==> src/source/fetch_macros.svh <==
/* Build-time settings of the fetch stage: boot address, queue size and memory byte order.
   Included by the modules that need them. */
`ifndef FETCH_MACROS_SVH
`define FETCH_MACROS_SVH

// first pc after reset
`define FETCH_BOOT_PC 32'h0000_0000

// queue holds 2**4 = 16 entries
`define FETCH_QUEUE_DEPTH_LOG2 4

// almost full once count reaches depth minus this margin
`define FETCH_QUEUE_MARGIN 2

// 1 when memory words are little-endian and must be swapped on output
`define FETCH_MEM_LITTLE_ENDIAN 1

`endif

==> src/source/fetch_pkg.sv <==
/* Shared types, instruction encodings and the byte-swap helper for the fetch stage.
   Modules import it inside their body and use scoped names on their ports. */
`default_nettype none

package fetch_pkg;

	typedef logic [31:0] data_t;
	typedef logic [31:0] instr_t;

	// one queue slot, the word as read from memory plus its address
	typedef struct packed {
		instr_t instr;
		data_t  pc;
	} fetch_entry_t;

	// AXI-Lite read address channel payload
	typedef struct packed {
		data_t      araddr;
		logic [2:0] arprot;
	} axil_ar_t;

	// AXI-Lite read data channel payload
	typedef struct packed {
		data_t      rdata;
		logic [1:0] rresp;
	} axil_r_t;

	typedef enum logic [1:0] {
		IDLE,
		FETCH,
		FULL_WAIT,
		ECALL_WAIT
	} fetch_state_t;

	localparam instr_t INSTR_ECALL = 32'h0000_0073;
	// addi x0, x0, 0
	localparam instr_t INSTR_NOP   = 32'h0000_0013;

	// unprivileged, secure, instruction access
	localparam logic [2:0] ARPROT_INSTR = 3'b100;

	function automatic data_t swap_bytes(input data_t w);
		return {w[7:0], w[15:8], w[23:16], w[31:24]};
	endfunction

endpackage

`default_nettype wire

==> src/source/axil_read_master.sv <==
/* AXI-Lite read master: turns a read request into one address and one data transfer,
   then pulses done with the returned word. */
`timescale 1ns/1ps
`default_nettype none

module axil_read_master (
	input  logic               clk,
	input  logic               rst_n,
	input  logic               rd_req,
	input  fetch_pkg::data_t   addr,
	input  logic               ar_ready,
	input  logic               r_valid,
	input  fetch_pkg::axil_r_t r,
	output fetch_pkg::axil_ar_t ar,
	output logic               ar_valid,
	output logic               r_ready,
	output logic               done,
	output fetch_pkg::data_t   rdata
);
	import fetch_pkg::*;

	typedef enum logic [1:0] {
		PH_IDLE,
		PH_ADDR,
		PH_DATA
	} phase_t;

	phase_t phase;
	data_t  araddr_q;

	always_ff @(posedge clk or negedge rst_n) begin
		if (!rst_n) begin
			phase <= PH_IDLE;
		end else begin
			unique case (phase)
				PH_IDLE: if (rd_req) phase <= PH_ADDR;
				PH_ADDR: if (ar_ready) phase <= PH_DATA;
				PH_DATA: if (r_valid) phase <= PH_IDLE;
				default: phase <= PH_IDLE;
			endcase
		end
	end

	// address is captured once and held until the handshake
	always_ff @(posedge clk) begin
		if (phase == PH_IDLE && rd_req) begin
			araddr_q <= addr;
		end
	end

	assign ar_valid = (phase == PH_ADDR);
	assign ar       = '{araddr: araddr_q, arprot: ARPROT_INSTR};

	// ready only once the address has gone out
	assign r_ready  = (phase == PH_DATA);
	assign done     = r_ready && r_valid;

	// rresp is not checked
	assign rdata    = r.rdata;

endmodule

`default_nettype wire

==> src/source/instr_queue.sv <==
/* Circular FIFO for fetched entries, with any entry type.
   Reports empty, almost full and the current fill count; clear drops all entries. */
`timescale 1ns/1ps
`default_nettype none

module instr_queue #(
	parameter type ENTRY_T    = logic [63:0],
	parameter int  DEPTH_LOG2 = 4,
	parameter int  MARGIN     = 2
) (
	input  logic                clk,
	input  logic                rst_n,
	input  logic                clear,
	input  logic                push,
	input  logic                pop,
	input  ENTRY_T              push_entry,
	output ENTRY_T              head,
	output logic                empty,
	output logic                almost_full,
	output logic [DEPTH_LOG2:0] count
);

	localparam int DEPTH = 1 << DEPTH_LOG2;

	ENTRY_T                mem [DEPTH];
	logic [DEPTH_LOG2-1:0] wr_ptr;
	logic [DEPTH_LOG2-1:0] rd_ptr;
	logic                  full;
	logic                  do_push;
	logic                  do_pop;

	assign full    = (count == (DEPTH_LOG2+1)'(DEPTH));
	assign empty   = (count == '0);
	assign do_push = push && !full;
	assign do_pop  = pop && !empty;

	always_ff @(posedge clk or negedge rst_n) begin
		if (!rst_n) begin
			wr_ptr <= '0;
			rd_ptr <= '0;
			count  <= '0;
		end else if (clear) begin
			wr_ptr <= '0;
			rd_ptr <= '0;
			count  <= '0;
		end else begin
			if (do_push) wr_ptr <= wr_ptr + 1'b1;
			if (do_pop) rd_ptr <= rd_ptr + 1'b1;
			count <= count + (DEPTH_LOG2+1)'(do_push) - (DEPTH_LOG2+1)'(do_pop);
		end
	end

	always_ff @(posedge clk) begin
		if (do_push && !clear) begin
			mem[wr_ptr] <= push_entry;
		end
	end

	assign head        = mem[rd_ptr];
	assign almost_full = (count >= (DEPTH_LOG2+1)'(DEPTH - MARGIN));

endmodule

`default_nettype wire

==> src/source/fetch_ctrl.sv <==
/* Fetch controller: state machine, pc and flush target, read requests and queue pushes.
   Also drives the decode-side outputs from the queue head. */
`timescale 1ns/1ps
`default_nettype none

`include "fetch_macros.svh"

module fetch_ctrl (
	input  logic                    clk,
	input  logic                    rst_n,
	input  logic                    go,
	input  logic                    flush,
	input  logic                    stall,
	input  logic                    done,
	input  logic                    empty,
	input  logic                    almost_full,
	input  fetch_pkg::data_t        pc_bj,
	input  fetch_pkg::data_t        rdata,
	input  fetch_pkg::instr_t       instr_w,
	input  fetch_pkg::fetch_entry_t head,
	output logic                    rd_req,
	output logic                    push,
	output logic                    pop,
	output logic                    clear,
	output fetch_pkg::data_t        addr,
	output fetch_pkg::fetch_entry_t push_entry,
	output fetch_pkg::data_t        pc_out,
	output fetch_pkg::instr_t       instr,
	output logic                    instr_valid
);
	import fetch_pkg::*;

	localparam bit SWAP = (`FETCH_MEM_LITTLE_ENDIAN != 0);

	fetch_state_t state;
	fetch_state_t state_nxt;
	data_t        pc;
	data_t        bj_q;
	logic         flush_pend;
	logic         rd_busy;
	instr_t       rd_instr;
	instr_t       head_instr;
	logic         is_ecall;

	// memory words in instruction byte order
	assign rd_instr   = SWAP ? swap_bytes(rdata) : rdata;
	assign head_instr = SWAP ? swap_bytes(head.instr) : head.instr;
	assign is_ecall   = (rd_instr == INSTR_ECALL);

	// a word that returns after a flush belongs to the old path
	assign push       = done && !flush && !flush_pend;
	assign push_entry = '{instr: rdata, pc: pc};
	assign clear      = flush;

	// one read at a time, none while the queue is nearly full
	assign rd_req = (state == FETCH) && !rd_busy && !almost_full && !flush;
	assign addr   = pc;

	// mirrors the read master, busy from request to done
	always_ff @(posedge clk or negedge rst_n) begin
		if (!rst_n) begin
			rd_busy <= 1'b0;
		end else if (rd_req) begin
			rd_busy <= 1'b1;
		end else if (done) begin
			rd_busy <= 1'b0;
		end
	end

	always_ff @(posedge clk or negedge rst_n) begin
		if (!rst_n) begin
			flush_pend <= 1'b0;
		end else if (done) begin
			flush_pend <= 1'b0;
		end else if (flush && rd_busy) begin
			flush_pend <= 1'b1;
		end
	end

	always_ff @(posedge clk) begin
		if (flush) begin
			bj_q <= pc_bj;
		end
	end

	// redirect at once when nothing is in flight, else at the stale done
	always_ff @(posedge clk or negedge rst_n) begin
		if (!rst_n) begin
			pc <= `FETCH_BOOT_PC;
		end else if (flush && (!rd_busy || done)) begin
			pc <= pc_bj;
		end else if (done) begin
			pc <= flush_pend ? bj_q : pc + 32'd4;
		end
	end

	always_ff @(posedge clk or negedge rst_n) begin
		if (!rst_n) begin
			state <= IDLE;
		end else begin
			state <= state_nxt;
		end
	end

	always_comb begin
		state_nxt = state;
		unique case (state)
			IDLE: begin
				if (go) state_nxt = FETCH;
			end
			FETCH: begin
				// ecall wins, no more reads follow it
				if (push && is_ecall) begin
					state_nxt = ECALL_WAIT;
				end else if (almost_full && !rd_busy) begin
					state_nxt = FULL_WAIT;
				end
			end
			FULL_WAIT: begin
				if (!almost_full) state_nxt = FETCH;
			end
			ECALL_WAIT: begin
				// hold until the ecall has been written back
				if (instr_w == INSTR_ECALL) state_nxt = IDLE;
			end
			default: state_nxt = IDLE;
		endcase
	end

	// decode side
	assign instr_valid = !empty && !stall && !flush && !flush_pend;
	assign pop         = instr_valid;
	assign instr       = instr_valid ? head_instr : INSTR_NOP;
	assign pc_out      = instr_valid ? head.pc : '0;

endmodule

`default_nettype wire

==> src/source/fetch_top.sv <==
/* Instruction fetch stage top: controller, AXI-Lite read master and instruction queue.
   Connect the read channel to instruction memory and the outputs to decode. */
`timescale 1ns/1ps
`default_nettype none

`include "fetch_macros.svh"

module fetch_top (
	input  logic                clk,
	input  logic                rst_n,
	input  logic                go,
	input  logic                flush,
	input  logic                stall,
	input  fetch_pkg::data_t    pc_bj,
	input  fetch_pkg::instr_t   instr_w,
	input  logic                ar_ready,
	input  logic                r_valid,
	input  fetch_pkg::axil_r_t  r,
	output fetch_pkg::data_t    pc_out,
	output fetch_pkg::instr_t   instr,
	output logic                instr_valid,
	output fetch_pkg::axil_ar_t ar,
	output logic                ar_valid,
	output logic                r_ready
);
	import fetch_pkg::*;

	logic         rd_req;
	logic         done;
	logic         push;
	logic         pop;
	logic         clear;
	logic         empty;
	logic         almost_full;
	data_t        addr;
	data_t        rdata;
	fetch_entry_t push_entry;
	fetch_entry_t head;

	fetch_ctrl fetch_ctrl_inst (
		.clk         (clk),
		.rst_n       (rst_n),
		.go          (go),
		.flush       (flush),
		.stall       (stall),
		.done        (done),
		.empty       (empty),
		.almost_full (almost_full),
		.pc_bj       (pc_bj),
		.rdata       (rdata),
		.instr_w     (instr_w),
		.head        (head),
		.rd_req      (rd_req),
		.push        (push),
		.pop         (pop),
		.clear       (clear),
		.addr        (addr),
		.push_entry  (push_entry),
		.pc_out      (pc_out),
		.instr       (instr),
		.instr_valid (instr_valid)
	);

	axil_read_master axil_read_master_inst (
		.clk      (clk),
		.rst_n    (rst_n),
		.rd_req   (rd_req),
		.addr     (addr),
		.ar_ready (ar_ready),
		.r_valid  (r_valid),
		.r        (r),
		.ar       (ar),
		.ar_valid (ar_valid),
		.r_ready  (r_ready),
		.done     (done),
		.rdata    (rdata)
	);

	// fill count is left open, the controller only needs the flags
	instr_queue #(
		.ENTRY_T    (fetch_entry_t),
		.DEPTH_LOG2 (`FETCH_QUEUE_DEPTH_LOG2),
		.MARGIN     (`FETCH_QUEUE_MARGIN)
	) instr_queue_inst (
		.clk         (clk),
		.rst_n       (rst_n),
		.clear       (clear),
		.push        (push),
		.pop         (pop),
		.push_entry  (push_entry),
		.head        (head),
		.empty       (empty),
		.almost_full (almost_full),
		.count       ()
	);

endmodule

`default_nettype wire

==> config.mk <==
export PLATFORM = sky130hd
export DESIGN_NAME = fetch_top
export DESIGN_NICKNAME = d
export VERILOG_FILES = /design/src/source/fetch_pkg.sv /design/src/source/axil_read_master.sv /design/src/source/instr_queue.sv /design/src/source/fetch_ctrl.sv /design/src/source/fetch_top.sv
export VERILOG_INCLUDE_DIRS = /design/src /design/src/source
export SDC_FILE = /design/constraint.sdc
export NUM_CORES = 1
export LEC_CHECK = 0
export BUFFER_PORTS_ARGS = -buffer_cell sky130_fd_sc_hd__buf_4
export CAP_MARGIN = 30
export CORE_ASPECT_RATIO = 2
export CORE_MARGIN = 8
export CORE_UTILIZATION = 40
export DETAILED_ROUTE_END_ITERATION = 7
export GPL_ROUTABILITY_DRIVEN = 0
export MAX_ROUTING_LAYER = met4
export PLACE_DENSITY_LB_ADDON = 0.2
export SYNTH_ARGS = -nofsm -noshare
export SYNTH_HDL_FRONTEND = slang
export SYNTH_SLANG_ARGS = --single-unit
==> constraint.sdc <==
create_clock -name clk -period 7.5 [get_ports clk]
set_clock_uncertainty 0.2 [all_clocks]
set_input_delay 1.5 -clock clk [delete_from_list [all_inputs] [get_ports clk]]
set_output_delay 1.5 -clock clk [all_outputs]
set_load 0.05 [all_outputs]
# Word-level counts from Yosys, hierarchy flattened
# Memories as Yosys holds them, arrays and structs flattened.
# Cells that the tools add are included.
dict set report word_totals {
  regBits 115
  ramBits 1024
  inputBits 105
  output_inout_bits 102
  wordCells 93
  mem_count 1
}
dict set report classes {
  addsub 5
  order_cmp 1
  eq_ne 15
  muxes 26
  n_reduce_logical 35
}
# memory depth width read_ports rd_ports_with_merged_regs wr line_no
set mem_list {}
lappend mem_list {instr_queue_inst.mem 16 64 1 0 1 instr_queue.sv:25} ;# ENTRY_T mem [DEPTH];
# operator n
set op_table {}
lappend op_table {{$mux W32} 5}
lappend op_table {{$eq A32 B7 Y1 const B} 2}
lappend op_table {{$add A32 B3 Y32 const B} 1}
lappend op_table {{$logic_and A1 B1 Y1} 17}
lappend op_table {{$mux W2} 8}
lappend op_table {{$mux W4} 4}
lappend op_table {{$reduce_bool A2 Y1} 5}
lappend op_table {{$add A4 B1 Y4 const B} 2}
lappend op_table {{$ne A2 B2 Y1 const B} 4}
lappend op_table {{$pmux W2 S4} 1}
lappend op_table {{$logic_not A1 Y1} 7}
lappend op_table {{$eq A2 B2 Y1 const B} 3}
lappend op_table {{$mux W1} 6}
lappend op_table {{$pmux W2 S3} 1}
lappend op_table {{$add A5 B1 Y5} 1}
lappend op_table {{$eq A5 B5 Y1 const B} 1}
lappend op_table {{$ge A5 B4 Y1 const B} 1}
lappend op_table {{$logic_not A5 Y1} 1}
lappend op_table {{$mux W5} 1}
lappend op_table {{$sub A5 B1 Y5} 1}
lappend op_table {{$eq A2 B1 Y1 const B} 2}
lappend op_table {{$logic_not A2 Y1} 2}
lappend op_table {{$ne A2 B1 Y1 const B} 2}
lappend op_table {{$reduce_and A4 Y1} 1}
lappend op_table {{3 further kinds} 3}

# Depth between registers and ports, before layout
# Gate-level depths: netlist of the first run.
dict set report logic_depth {
  ltp_word 8
  mapped_depth 17
  depth_no_buf 14
}

# By module
# Synthesis of the first run repeated with hierarchy kept, for this count alone.
dict set report hier_totals {
  cells_unflattened 2240
  area_unflattened_um2 44980.6
}
# module n_inst cells_per_inst area_each_um2 seq_area_each_um2
set modules_own_cells {}
lappend modules_own_cells {instr_queue 1 1673 39166.3 31074.8}
lappend modules_own_cells {fetch_ctrl 1 488 4479.3 1861.8}
lappend modules_own_cells {axil_read_master 1 79 1335.0 1011.0}

# Worst setup path before layout of the first run
# Ideal clock, no wire load.
dict set report synth_timing {
  path_kind {input -> register}
  start {in flush}
  end {mem instr_queue_inst.mem[3][0] in the netlist's numbering (enable)}
  setup_ns 0.564
  t_arrival_ns 7.212
  required_ns 6.736
  path_slack_ns -0.477
  stages 6
  n_path_buf 2
  cell_sequence {clkbuf_1 -> or2_2 -> clkbuf_1 -> a311oi_2 -> nand2_1 -> nor3_1}
}
dict set report synth_via {
  elab_chain_len 7
}
# item line_no
set synth_rtl {}
lappend synth_rtl {{from (decl)} fetch_top.sv:12} ;# input logic flush,
lappend synth_rtl {{$logic_not A1 Y1 (*)} {instr_queue.sv:54, fetch_ctrl.sv:51}}
lappend synth_rtl {{$logic_and A1 B1 Y1 (2 in series)} fetch_ctrl.sv:51} ;# assign push = done && !flush && !flush_pend;
lappend synth_rtl {{$logic_and A1 B1 Y1} instr_queue.sv:34} ;# assign do_push = push && !full;
lappend synth_rtl {{$logic_and A1 B1 Y1 (*)} instr_queue.sv:54} ;# if (do_push && !clear) begin
lappend synth_rtl {{$mux W1 (*)} instr_queue.sv:54}
lappend synth_rtl {{$mux W1 (implied by the code) (*)} instr_queue.sv:55} ;# mem[wr_ptr] <= push_entry;
lappend synth_rtl {{to (decl)} instr_queue.sv:25}
# Every way passes the cells marked *; elsewhere a longest branch is shown, timed or not.

# Final worst setup path of the first run
dict set report layout_timing {
  start {reg instr_queue_inst.rd_ptr[1]}
  end {out instr[24]}
}
dict set report layout_via {
  elab_chain_len 2
}
# item line_no
set layout_rtl {}
lappend layout_rtl {{from (decl)} instr_queue.sv:27} ;# logic [DEPTH_LOG2-1:0] rd_ptr;
lappend layout_rtl {{from (signal assigned)} instr_queue.sv:48} ;# if (do_pop) rd_ptr <= rd_ptr + 1'b1;
lappend layout_rtl {{$mem_v2 Z16 W64} n/a}
lappend layout_rtl {{$mux W32} fetch_ctrl.sv:133} ;# assign instr = instr_valid ? head_instr : INSTR_NOP;
lappend layout_rtl {{to (decl)} fetch_top.sv:20} ;# output fetch_pkg::instr_t instr,
# No other way between the ends.

==> impl_metrics.toml, run 1 <==
[status]
status = "finished, final reports clean"

[finish]
nets = 2806
drive_gt1_frac = 0.218
area_growth_pct = 15.3
layout_commonest_cell = "edfxtp_1"
layout_common_cells = "edfxtp_1, buf_4, mux2i_1, o22ai_1, mux4_2"

[min_path]
hp-start = "fetch_ctrl_inst.bj_q[21]"
hold_path.class = "register to register"
min_to = "fetch_ctrl_inst.addr[21]"
whs_path_depth = 2

[cts]
cts_buffers = 99
ctsHtreeMaxLevel = 3
postCtsSetupBuffers = 0
cts_tree = "built"
clock-root-buffer = "clkbuf_16"
cts_hold_buffers = 0
clk_path_buf_depth = 3
cts.sinks = 1139
path_clk_slew_ns = 0.07
ctsResizeCount = 0
clock_latency_ns = 0.70

[logic_synthesis]
synth_cell_types = 69
synth-warning-count = 0
synth_top_cell_by_area = "edfxtp_1"
synthAdderAreaFrac = 0.00464
netlist_instances = 2443
synth_compound_area_frac = 0.0572
synth_flop_cell = "edfxtp_1"
synth_area_um2 = 44700
synth_enable_flop_cells = 1088
synthSimpleGateAreaFrac = 0.0352
ys_seq_area_frac = 0.759
synth_top_family_by_area = "multiplexers"
synthMuxAreaShare = 0.124
synthTopCellsByArea = "edfxtp_1, mux4_2, mux2i_1, dfrtp_1, o22ai_1"
avgSynthCellArea_um2 = 18.3
synth_xor_area_frac = 0.00352
async_flop_share = 0.0448
synth-seq-cells = 1139
yosys.area.top_type_share = 0.730

[worst_setup_path]
worstSetupEndpointType = "output port"
critPathMaxFanout = 52
reg2reg_depth = 6
rr_startpoint = "fetch_ctrl_inst.flush_pend"
crit_required_ns = 5.80
worstPathArrival_ns = 4.60
r2r_end = "instr_queue_inst.mem[15][47]"
reg2reg_setup_slack_ns = 3.25
crit_type = "register to output port"
cp-start-kind = "register"

[grt]
grt_pass1_wl_um = 171000
grt_usage = 0.194
overflow = 0
grt.busiest_layer = "met2"
use_met1 = 0.225
use_met3 = 0.0271
grt_pass1_vias = 25500
grtUsageMet2 = 0.345
antenna_found_initial = 2
grt_max_degree = 73

[drt]
wirelength_um = 118000
num_vias = 24100
first_iter_violations = 1751
via_per_inst = 5.68
wl_per_cell_um = 27.6
drc = 0
antenna_left = 0
drt_first_pass_iters = 5

[power]
p_int_mw = 10.7
switching_share = 0.249
p_leak_nw = 16.1
pwr-share-seq = 0.570
finalPower_mw = 14.2
comb_power_share = 0.077
powerDensity_nw_per_um2 = 276
p_sw_mw = 3.54
peakVddDrop_mv = 0.291
clkPwrFrac = 0.353

[floorplan]
core_um2 = 111000
ios = 207
die_area_um2 = 123000
initial_core_util = 0.403
die_w_um = 252
rows = 173
die_y_um = 489

[timing]
fin_crit_ns = 6.30
hold_viol_final = 0
final.setup.tns_ns = 0
slew_viol_final = 0
slew_headroom = 0.302
fin_crit_sh = 0.840
setup_viol = 0
tightest_slew_ns = 1.02
rsz0062_at_grt = "false"
fmaxAchievable_mhz = 159

[placed_design]
port_buffers = 201
hpwl_um = 67600

[flow_run]
cap_violations = 0
stage by stage:
step                      hold slack [ns]   util  cell area, µm²  cells  worst slack [ns]
after floorplan                     0.235      -           44800   2444             0.554
after global placement              0.250  0.435           48300   4062              1.19
after detailed placement            0.267  0.437           48500   4071              1.44
after CTS                           0.282  0.465           51600   4250              1.01
after global routing                0.301  0.465           51600   4252             0.909
final                               0.275  0.465           51600   4252              1.20
worst max-delay path: stages (launching register included):
cell and delay [ns]:
dfrtp_4 1.02, nand2_4 0.56, buf_4 0.55, buf_4 0.33, o22ai_1 0.18, nor3_1 0.08
a2111oi_1 0.70, buf_4 0.25, buf_4 0.20
sequential cells by signal (all words and copies together) (netlist names):
| signal | flops |
|---|---|
| fetch_ctrl_inst.flush_pend | 1 |
| fetch_ctrl_inst.state | 2 |
| instr_queue_inst.count | 5 |
| fetch_ctrl_inst.bj_q | 32 |
| instr_queue_inst.rd_ptr | 4 |
| fetch_ctrl_inst.rd_busy | 1 |
| axil_read_master_inst.araddr_q | 32 |
| axil_read_master_inst.phase | 2 |
| fetch_ctrl_inst.addr | 32 |
| instr_queue_inst.mem | 1024 |
| instr_queue_inst.wr_ptr | 4 |
metal layers:
layer / part of all wire / routed length (µm)
met5: 0 / 0
met4: 0.028 / 3260
met3: 0.044 / 5150
met2: 0.54 / 63300
met1: 0.39 / 45800
cells by family (layout without fill, tap and decap cells):
| group | after synthesis | after routing |
|---|---|---|
| AOI/OAI and AO/OA | 371 | 371 |
| buffers and inverters | 175 | 494 |
| DFF | 1139 | 1139 |
| adders and majority gates | 16 | 16 |
| muxes | 394 | 394 |
| and+or+nand+nor | 328 | 328 |
| xor gates and xnor gates | 18 | 18 |
| other | 2 | 5 |
final cells by class:
| class | count | area [µm²] |
|---|---|---|
| fillers | 9377 | 59500 |
| flip-flops and latches | 1139 | 34000 |
| multi-input cells | 1130 | 10300 |
| clock buffers | 120 | 2600 |
| repair buffers | 289 | 2300 |
| well taps | 1487 | 1860 |
| clock inverters | 59 | 512 |
| inverters | 26 | 97.6 |
| diodes | 2 | 5.00 |
worst max path at each step:
stage / cells after the start / slack (ns) / endpoint / start
3_5_place_dp: 6 / 1.44 / pc_out[30] / flush
3_3_place_gp: 6 / 1.19 / pc_out[31] / flush
5_1_grt: 8 / 0.91 / instr[24] / instr_queue_inst.rd_ptr[1]
2_1_floorplan: 7 / 0.55 / instr[25] / flush
6_report: 8 / 1.20 / instr[24] / instr_queue_inst.rd_ptr[1]
4_1_cts: 8 / 1.01 / instr[24] / instr_queue_inst.rd_ptr[1]
power groups by stage:
stage	clock (mW)	sequential, mW	combinational [mW]
after floorplan	0	8.08	0.650
after global placement	0	8.22	1.06
after detailed placement	0	8.26	1.09
after CTS	5.15	8.13	1.10
after global routing	5.35	8.19	1.18
final	5.02	8.11	1.09
cell usage after synthesis, types with 4 or more instances:
| cell | number |
|---|---|
| nor2_1 | 113 |
| buf_4 | 6 |
| and2_1 | 5 |
| nor2b_1 | 6 |
| a22o_1 | 10 |
| o22ai_1 | 191 |
| nand2b_1 | 5 |
| a21oi_1 | 25 |
| nand2_1 | 45 |
| a31oi_1 | 7 |
| inv_1 | 25 |
| buf_1 | 11 |
| mux4_2 | 128 |
| edfxtp_1 | 1088 |
| a21o_1 | 4 |
| nor4_1 | 14 |
| nand3_1 | 19 |
| or2_2 | 4 |
| a22oi_1 | 10 |
| a221oi_1 | 6 |
| xnor2_1 | 10 |
| o21ai_0 | 23 |
| ha_1 | 15 |
| buf_2 | 36 |
| nor3_1 | 81 |
| xor2_1 | 8 |
| mux2i_1 | 263 |
| clkbuf_1 | 95 |
| nand4_1 | 16 |
| dfrtp_1 | 51 |
| a2111oi_0 | 61 |
(Power assumes the default switching activity.)
==> run 2, diff against run 1 <==
--- a/config.mk
+++ b/config.mk
@@ -6,6 +6,7 @@
 export SDC_FILE = /design/constraint.sdc
 export NUM_CORES = 1
 export LEC_CHECK = 0
+export ABC_AREA = 1
 export BUFFER_PORTS_ARGS = -buffer_cell sky130_fd_sc_hd__buf_4
 export CAP_MARGIN = 30
 export CORE_ASPECT_RATIO = 2
==> constraint.sdc (replaced) <==
create_clock -name clk -period 5.7 [get_ports clk]
set_clock_uncertainty 0.2 [all_clocks]
set_input_delay 1.14 -clock clk [delete_from_list [all_inputs] [get_ports clk]]
set_output_delay 1.14 -clock clk [all_outputs]
set_load 0.05 [all_outputs]
==> impl_metrics.toml, run 2 <==
[status]
status = "finished, final reports clean"

[worst_setup_path]
crit_required_ns = 4.36
worstSetupEndpointType = "output port"
cpPeakStageDelay_ns = 0.63
critPathMaxFanout = 85
crit_chain = "inv_6, buf_12, a21oi_1, a22o_1, o21ai_1, nand2_1, nor2_1, buf_4"
path_delay_family = "buffers and inverters"
crit_buf_inv = 3
cp_slowest_cell = "dfrtp_4"
cp-start-kind = "register"
crit_type = "register to output port"
worstPathArrival_ns = 3.60

[timing]
slew_headroom = 0.332
whs_ns = 0.288
fmaxAchievable_mhz = 203
fin_crit_ns = 4.94
layout_setup_ws_ns = 0.765
fin_crit_sh = 0.866
final.setup.tns_ns = 0
hold_viol_final = 0
slew_viol_final = 0
rsz0062_at_grt = "false"
setup_viol = 0
tightest_slew_ns = 1.00

[cts]
clk_path_buf_depth = 3
path_clk_slew_ns = 0.06
ctsHtreeMaxLevel = 3
cts_tree = "built"
clock-root-buffer = "clkbuf_16"
clock_latency_ns = 0.70
cts.sinks = 1139
cts_hold_buffers = 0
ctsResizeCount = 0
postCtsSetupBuffers = 0
cts_buffers = 103

[placed_design]
port_buffers = 201
dp_slack_ns = 0.969
hpwl_um = 71700

[logic_synthesis]
synth_top_cell_by_area = "edfxtp_1"
synth_common_cells = "edfxtp_1, nand2_1, nor2_1"
synthTopCellsByArea = "edfxtp_1, nand2_1, nor2_1, a21oi_1, dfrtp_1"
async_flop_share = 0.0448
synth_area_um2 = 46200
yosys.area.top_type_share = 0.707
netlist_instances = 3756
synth.most_common_cell = "edfxtp_1"
ys_seq_area_frac = 0.735
synth-warning-count = 0
synth_cell_types = 38
avgSynthCellArea_um2 = 12.3
synth_enable_flop_cells = 1088
synth-seq-cells = 1139
synth_flop_cell = "edfxtp_1"

[floorplan]
rows = 176
core_um2 = 115000
die_w_um = 256
initial_core_util = 0.403
die_y_um = 497
ios = 207
die_area_um2 = 127000

[power]
peakVddDrop_mv = 0.278
finalPower_mw = 19.2
p_leak_nw = 18.8
powerDensity_nw_per_um2 = 362

[grt]
grt.busiest_layer = "met2"
overflow = 0
grt_usage = 0.206
grt_pass1_vias = 30100
use_met1 = 0.238
grt_max_degree = 194
antenna_found_initial = 5
use_met3 = 0.0278
grtUsageMet2 = 0.369
grt_pass1_wl_um = 192000

[finish]
nets = 4041
num-fill-cells = 10300
drive_gt1_frac = 0.131
layout_common_cells = "edfxtp_1, nand2_1, nor2_1, a21oi_1, buf_4"
area_growth_pct = 14.5
largest_register_ffs = 1024
top_register = "instr_queue_inst.mem"
layout_commonest_cell = "edfxtp_1"
post-route-util = 0.461

[drt]
num_vias = 29800
first_iter_violations = 1873
antenna_left = 0
wirelength_um = 130000
via_per_inst = 5.39
wl_per_cell_um = 23.6
drc = 0
drt_first_pass_iters = 5

[min_path]
hold_path.class = "input pin to async pin"

[flow_run]
cap_violations = 0
[run 2: changes by cell type in the layout (fill, tap and decap cells not counted), sizes merged, moves of 184 or more]
| cell | before | now |
|---|---|---|
| a21oi | 25 | 291 |
| o21ai | 25 | 305 |
| nor2 | 113 | 637 |
| o22ai | 191 | 7 |
| nand2 | 45 | 646 |
| mux2i | 263 | 1 |
[run 2: cell families after synthesis]
group                    synth area share
AO/OA/AOI/OAI                       0.102
XOR/XNOR                          0.00303
adder cells (fa/ha/maj)           0.00450
buffers and inverters              0.0309
flip-flops                          0.735
multiplexers                     0.000217
other                            0.000163
AND/OR/NAND/NOR                     0.124
[run 2: final timing paths]
| check | startpoint | end | slack [ns] | cells past startpoint |
|---|---|---|---|---|
| worst min-delay path | rst_n | fetch_ctrl_inst.addr[25] | 0.29 | 1 |
| max in group asynchronous | rst_n | instr_queue_inst.rd_ptr[1] | 4.37 | 1 |
| worst min register to register | axil_read_master_inst.phase[0] | axil_read_master_inst.phase[1] | 0.29 | 1 |
| worst max-delay path | instr_queue_inst.rd_ptr[1] | pc_out[9] | 0.76 | 8 |
| min in group clk | axil_read_master_inst.phase[0] | axil_read_master_inst.phase[1] | 0.29 | 1 |
| worst max register to register | fetch_ctrl_inst.flush_pend | instr_queue_inst.mem[7][62] | 2.38 | 9 |
[run 2: metal layers]
| layer | up-vias | part of all wire | routed length [µm] |
|---|---|---|---|
| li1 | 13800 | - | - |
| met3 | 255 | 0.044 | 5750 |
| met5 | - | 0 | 0 |
| met2 | 810 | 0.53 | 68600 |
| met1 | 15000 | 0.40 | 51800 |
| met4 | 0 | 0.032 | 4150 |
[run 2: layout make-up]
type                       count  area, µm²  share of cell area
inverter                     103        403             0.00762
multi-input combinational   2293      11000               0.207
timing repair buffer         280       2380              0.0449
sequential                  1139      34000               0.642
clock buffer                 129       2750              0.0520
clock inverter                59        538              0.0102
antenna                        3       7.51            0.000142
tap                         1513       1890              0.0358
[run 2: report_power, final]
group / leakage (nW) / internal, mW / switching (mW)
registers: 10.5 / 9.94 / 0.828
logic: 6.68 / 0.477 / 1.01
clock network: 1.61 / 3.82 / 3.10
[run 2: metrics by stage]
stage | std cells | area (µm²)
floorplan | 3757 | 46200
global placement | 5326 | 49600
detailed placement | 5328 | 49600
CTS | 5516 | 52900
global route | 5517 | 52900
finish | 5519 | 52900
==> run 3, diff against run 2 <==
--- a/config.mk
+++ b/config.mk
@@ -12,6 +12,7 @@
 export CORE_ASPECT_RATIO = 2
 export CORE_MARGIN = 8
 export CORE_UTILIZATION = 40
+export CTS_BUF_LIST = sky130_fd_sc_hd__clkbuf_4
 export DETAILED_ROUTE_END_ITERATION = 7
 export GPL_ROUTABILITY_DRIVEN = 0
 export MAX_ROUTING_LAYER = met4
==> constraint.sdc (replaced) <==
create_clock -name clk -period 5.05 [get_ports clk]
set_clock_uncertainty 0.2 [all_clocks]
set_input_delay 1.01 -clock clk [delete_from_list [all_inputs] [get_ports clk]]
set_output_delay 1.01 -clock clk [all_outputs]
set_load 0.05 [all_outputs]
==> impl_metrics.toml, run 3 (same netlist as run 2, synthesis figures left out) <==
[status]
status = "finished, final reports clean"

[timing]
fin_crit_sh = 0.959
setup_viol = 0
slew_headroom = 0.338
final.setup.tns_ns = 0
tightest_slew_ns = 0.994
hold_viol_final = 0
fin_crit_ns = 4.85
fmaxAchievable_mhz = 206
whs_ns = 0.163
slew_viol_final = 0

[worst_setup_path]
cpPeakStageDelay_ns = 0.61
reg2reg_setup_slack_ns = 1.71
rr_startpoint = "fetch_ctrl_inst.flush_pend"
cp-start-kind = "register"
reg2reg_depth = 9
crit_chain = "clkinv_16, buf_4, nand2_1, a221oi_1, nor2_1, nor2_1, buf_4"
worstSetupEndpointType = "output port"
cp_slowest_cell = "dfrtp_4"
r2r_end = "instr_queue_inst.mem[0][32]"
critPathMaxFanout = 89
crit_required_ns = 3.84
crit_type = "register to output port"
worstPathArrival_ns = 3.64

[floorplan]
core_um2 = 115000
ios = 207
die_area_um2 = 127000
die_y_um = 497
initial_core_util = 0.403
rows = 176
die_w_um = 256

[drt]
drt_first_pass_iters = 4
num_vias = 31300
wirelength_um = 135000
drc = 0
antenna_left = 0
first_iter_violations = 1728
via_per_inst = 5.35
wl_per_cell_um = 23.1

[grt]
overflow = 0
grt_pass1_vias = 31700
grt_pass1_wl_um = 197000
grt_max_degree = 170
grt_usage = 0.213
antenna_found_initial = 4

[power]
comb_power_share = 0.083
peakVddDrop_mv = 0.303
powerDensity_nw_per_um2 = 393
pwr-share-seq = 0.576
switching_share = 0.267
clkPwrFrac = 0.341
p_int_mw = 15.4
p_sw_mw = 5.61
p_leak_nw = 19.4

[finish]
largest_register_ffs = 1024
drive_gt1_frac = 0.184
multiInputGateArea_um2 = 11000
num-fill-cells = 10400
layout_common_cells = "edfxtp_1, nand2_1, nor2_1, clkbuf_4, a21oi_1"
seq_area_um2 = 34000
area_growth_pct = 16.0
stdcell_area_um2 = 53600
post-route-util = 0.467
top_register = "instr_queue_inst.mem"
layout_commonest_cell = "edfxtp_1"
nets = 4289

[min_path]
whs_path_depth = 4
hold_path.class = "input pin to register"
min_to = "instr_queue_inst.rd_ptr[2]"
hp-start = "stall"

[cts]
cts_buffers = 274
path_clk_slew_ns = 0.07
clock_latency_ns = 1.20
clk_path_buf_depth = 4
clock-root-buffer = "clkbuf_4"
cts.sinks = 1139
cts_tree = "built"
ctsHtreeMaxLevel = 5

[placed_design]
hpwl_um = 71500
placed_cell_area_um2 = 49600
port_buffers = 201

[flow_run]
cap_violations = 0
-- run 3: how the worst max path moves through the flow --
stage	from	end	slack, ns	depth (start not counted)
after floorplan	flush	instr_queue_inst.mem[11][0]	-0.09	8
after global placement	instr_queue_inst.rd_ptr[2]	instr[6]	0.88	8
after detailed placement	instr_queue_inst.rd_ptr[2]	instr[10]	0.90	8
after CTS	instr_queue_inst.rd_ptr[1]	pc_out[12]	0.04	6
after global routing	instr_queue_inst.rd_ptr[0]	pc_out[2]	-0.006	7
final	instr_queue_inst.rd_ptr[0]	pc_out[2]	0.20	7
-- run 3: layer usage --
metal	up-vias	GRT usage	wire, µm
met5	-	-	0
met4	0	0.0883	5000
met3	324	0.0384	6220
met2	954	0.383	71600
met1	15600	0.231	52000
li1	14400	-	-
-- run 3: worst max-delay path: cells and delay by family (launching register included) --
kind,cells,cell delay (ns)
AO/OA/AOI/OAI,1,0.30
buffers and inverters,3,0.93
flip-flops,1,0.61
AND/OR/NAND/NOR,3,0.52
-- run 3: timing repair --
item                                    4_1_cts  5_1_grt
pin swaps                                     0        0
endpoints found under the hold margin       637        0
hold buffers                                 69        0
gates cloned                                  0        1
endpoints found under the setup margin       52       10
buffers inserted                              3        0
resized for setup                             5        4
-- run 3: area by class of cell --
type	count	area share
Clock inverter	46	0.00441
Inverter	103	0.00794
Clock buffer	392	0.0549
Timing Repair Buffer	357	0.0588
Antenna cell	5	0.000233
Sequential cell	1139	0.634
Tap cell	1513	0.0353
Multi-Input combinational cell	2293	0.205
-- run 3: metrics by stage --
| stage | setup WS [ns] | total power [mW] | std cells |
|---|---|---|---|
| CTS | 0.0361 | 21.3 | 5842 |
| detailed placement | 0.901 | 14.1 | 5332 |
| global placement | 0.883 | 14.0 | 5331 |
| floorplan | -0.0898 | 13.0 | 3757 |
| finish | 0.205 | 21.0 | 5848 |
| global route | -0.00630 | 22.0 | 5844 |
-- run 3: power by group through the flow --
stage,Combinational [mW],Sequential (mW),Clock (mW)
floorplan,1.03,12.0,0
global placement,1.67,12.4,0
detailed placement,1.70,12.4,0
CTS,1.76,12.2,7.40
global route,1.95,12.2,7.82
finish,1.74,12.1,7.17
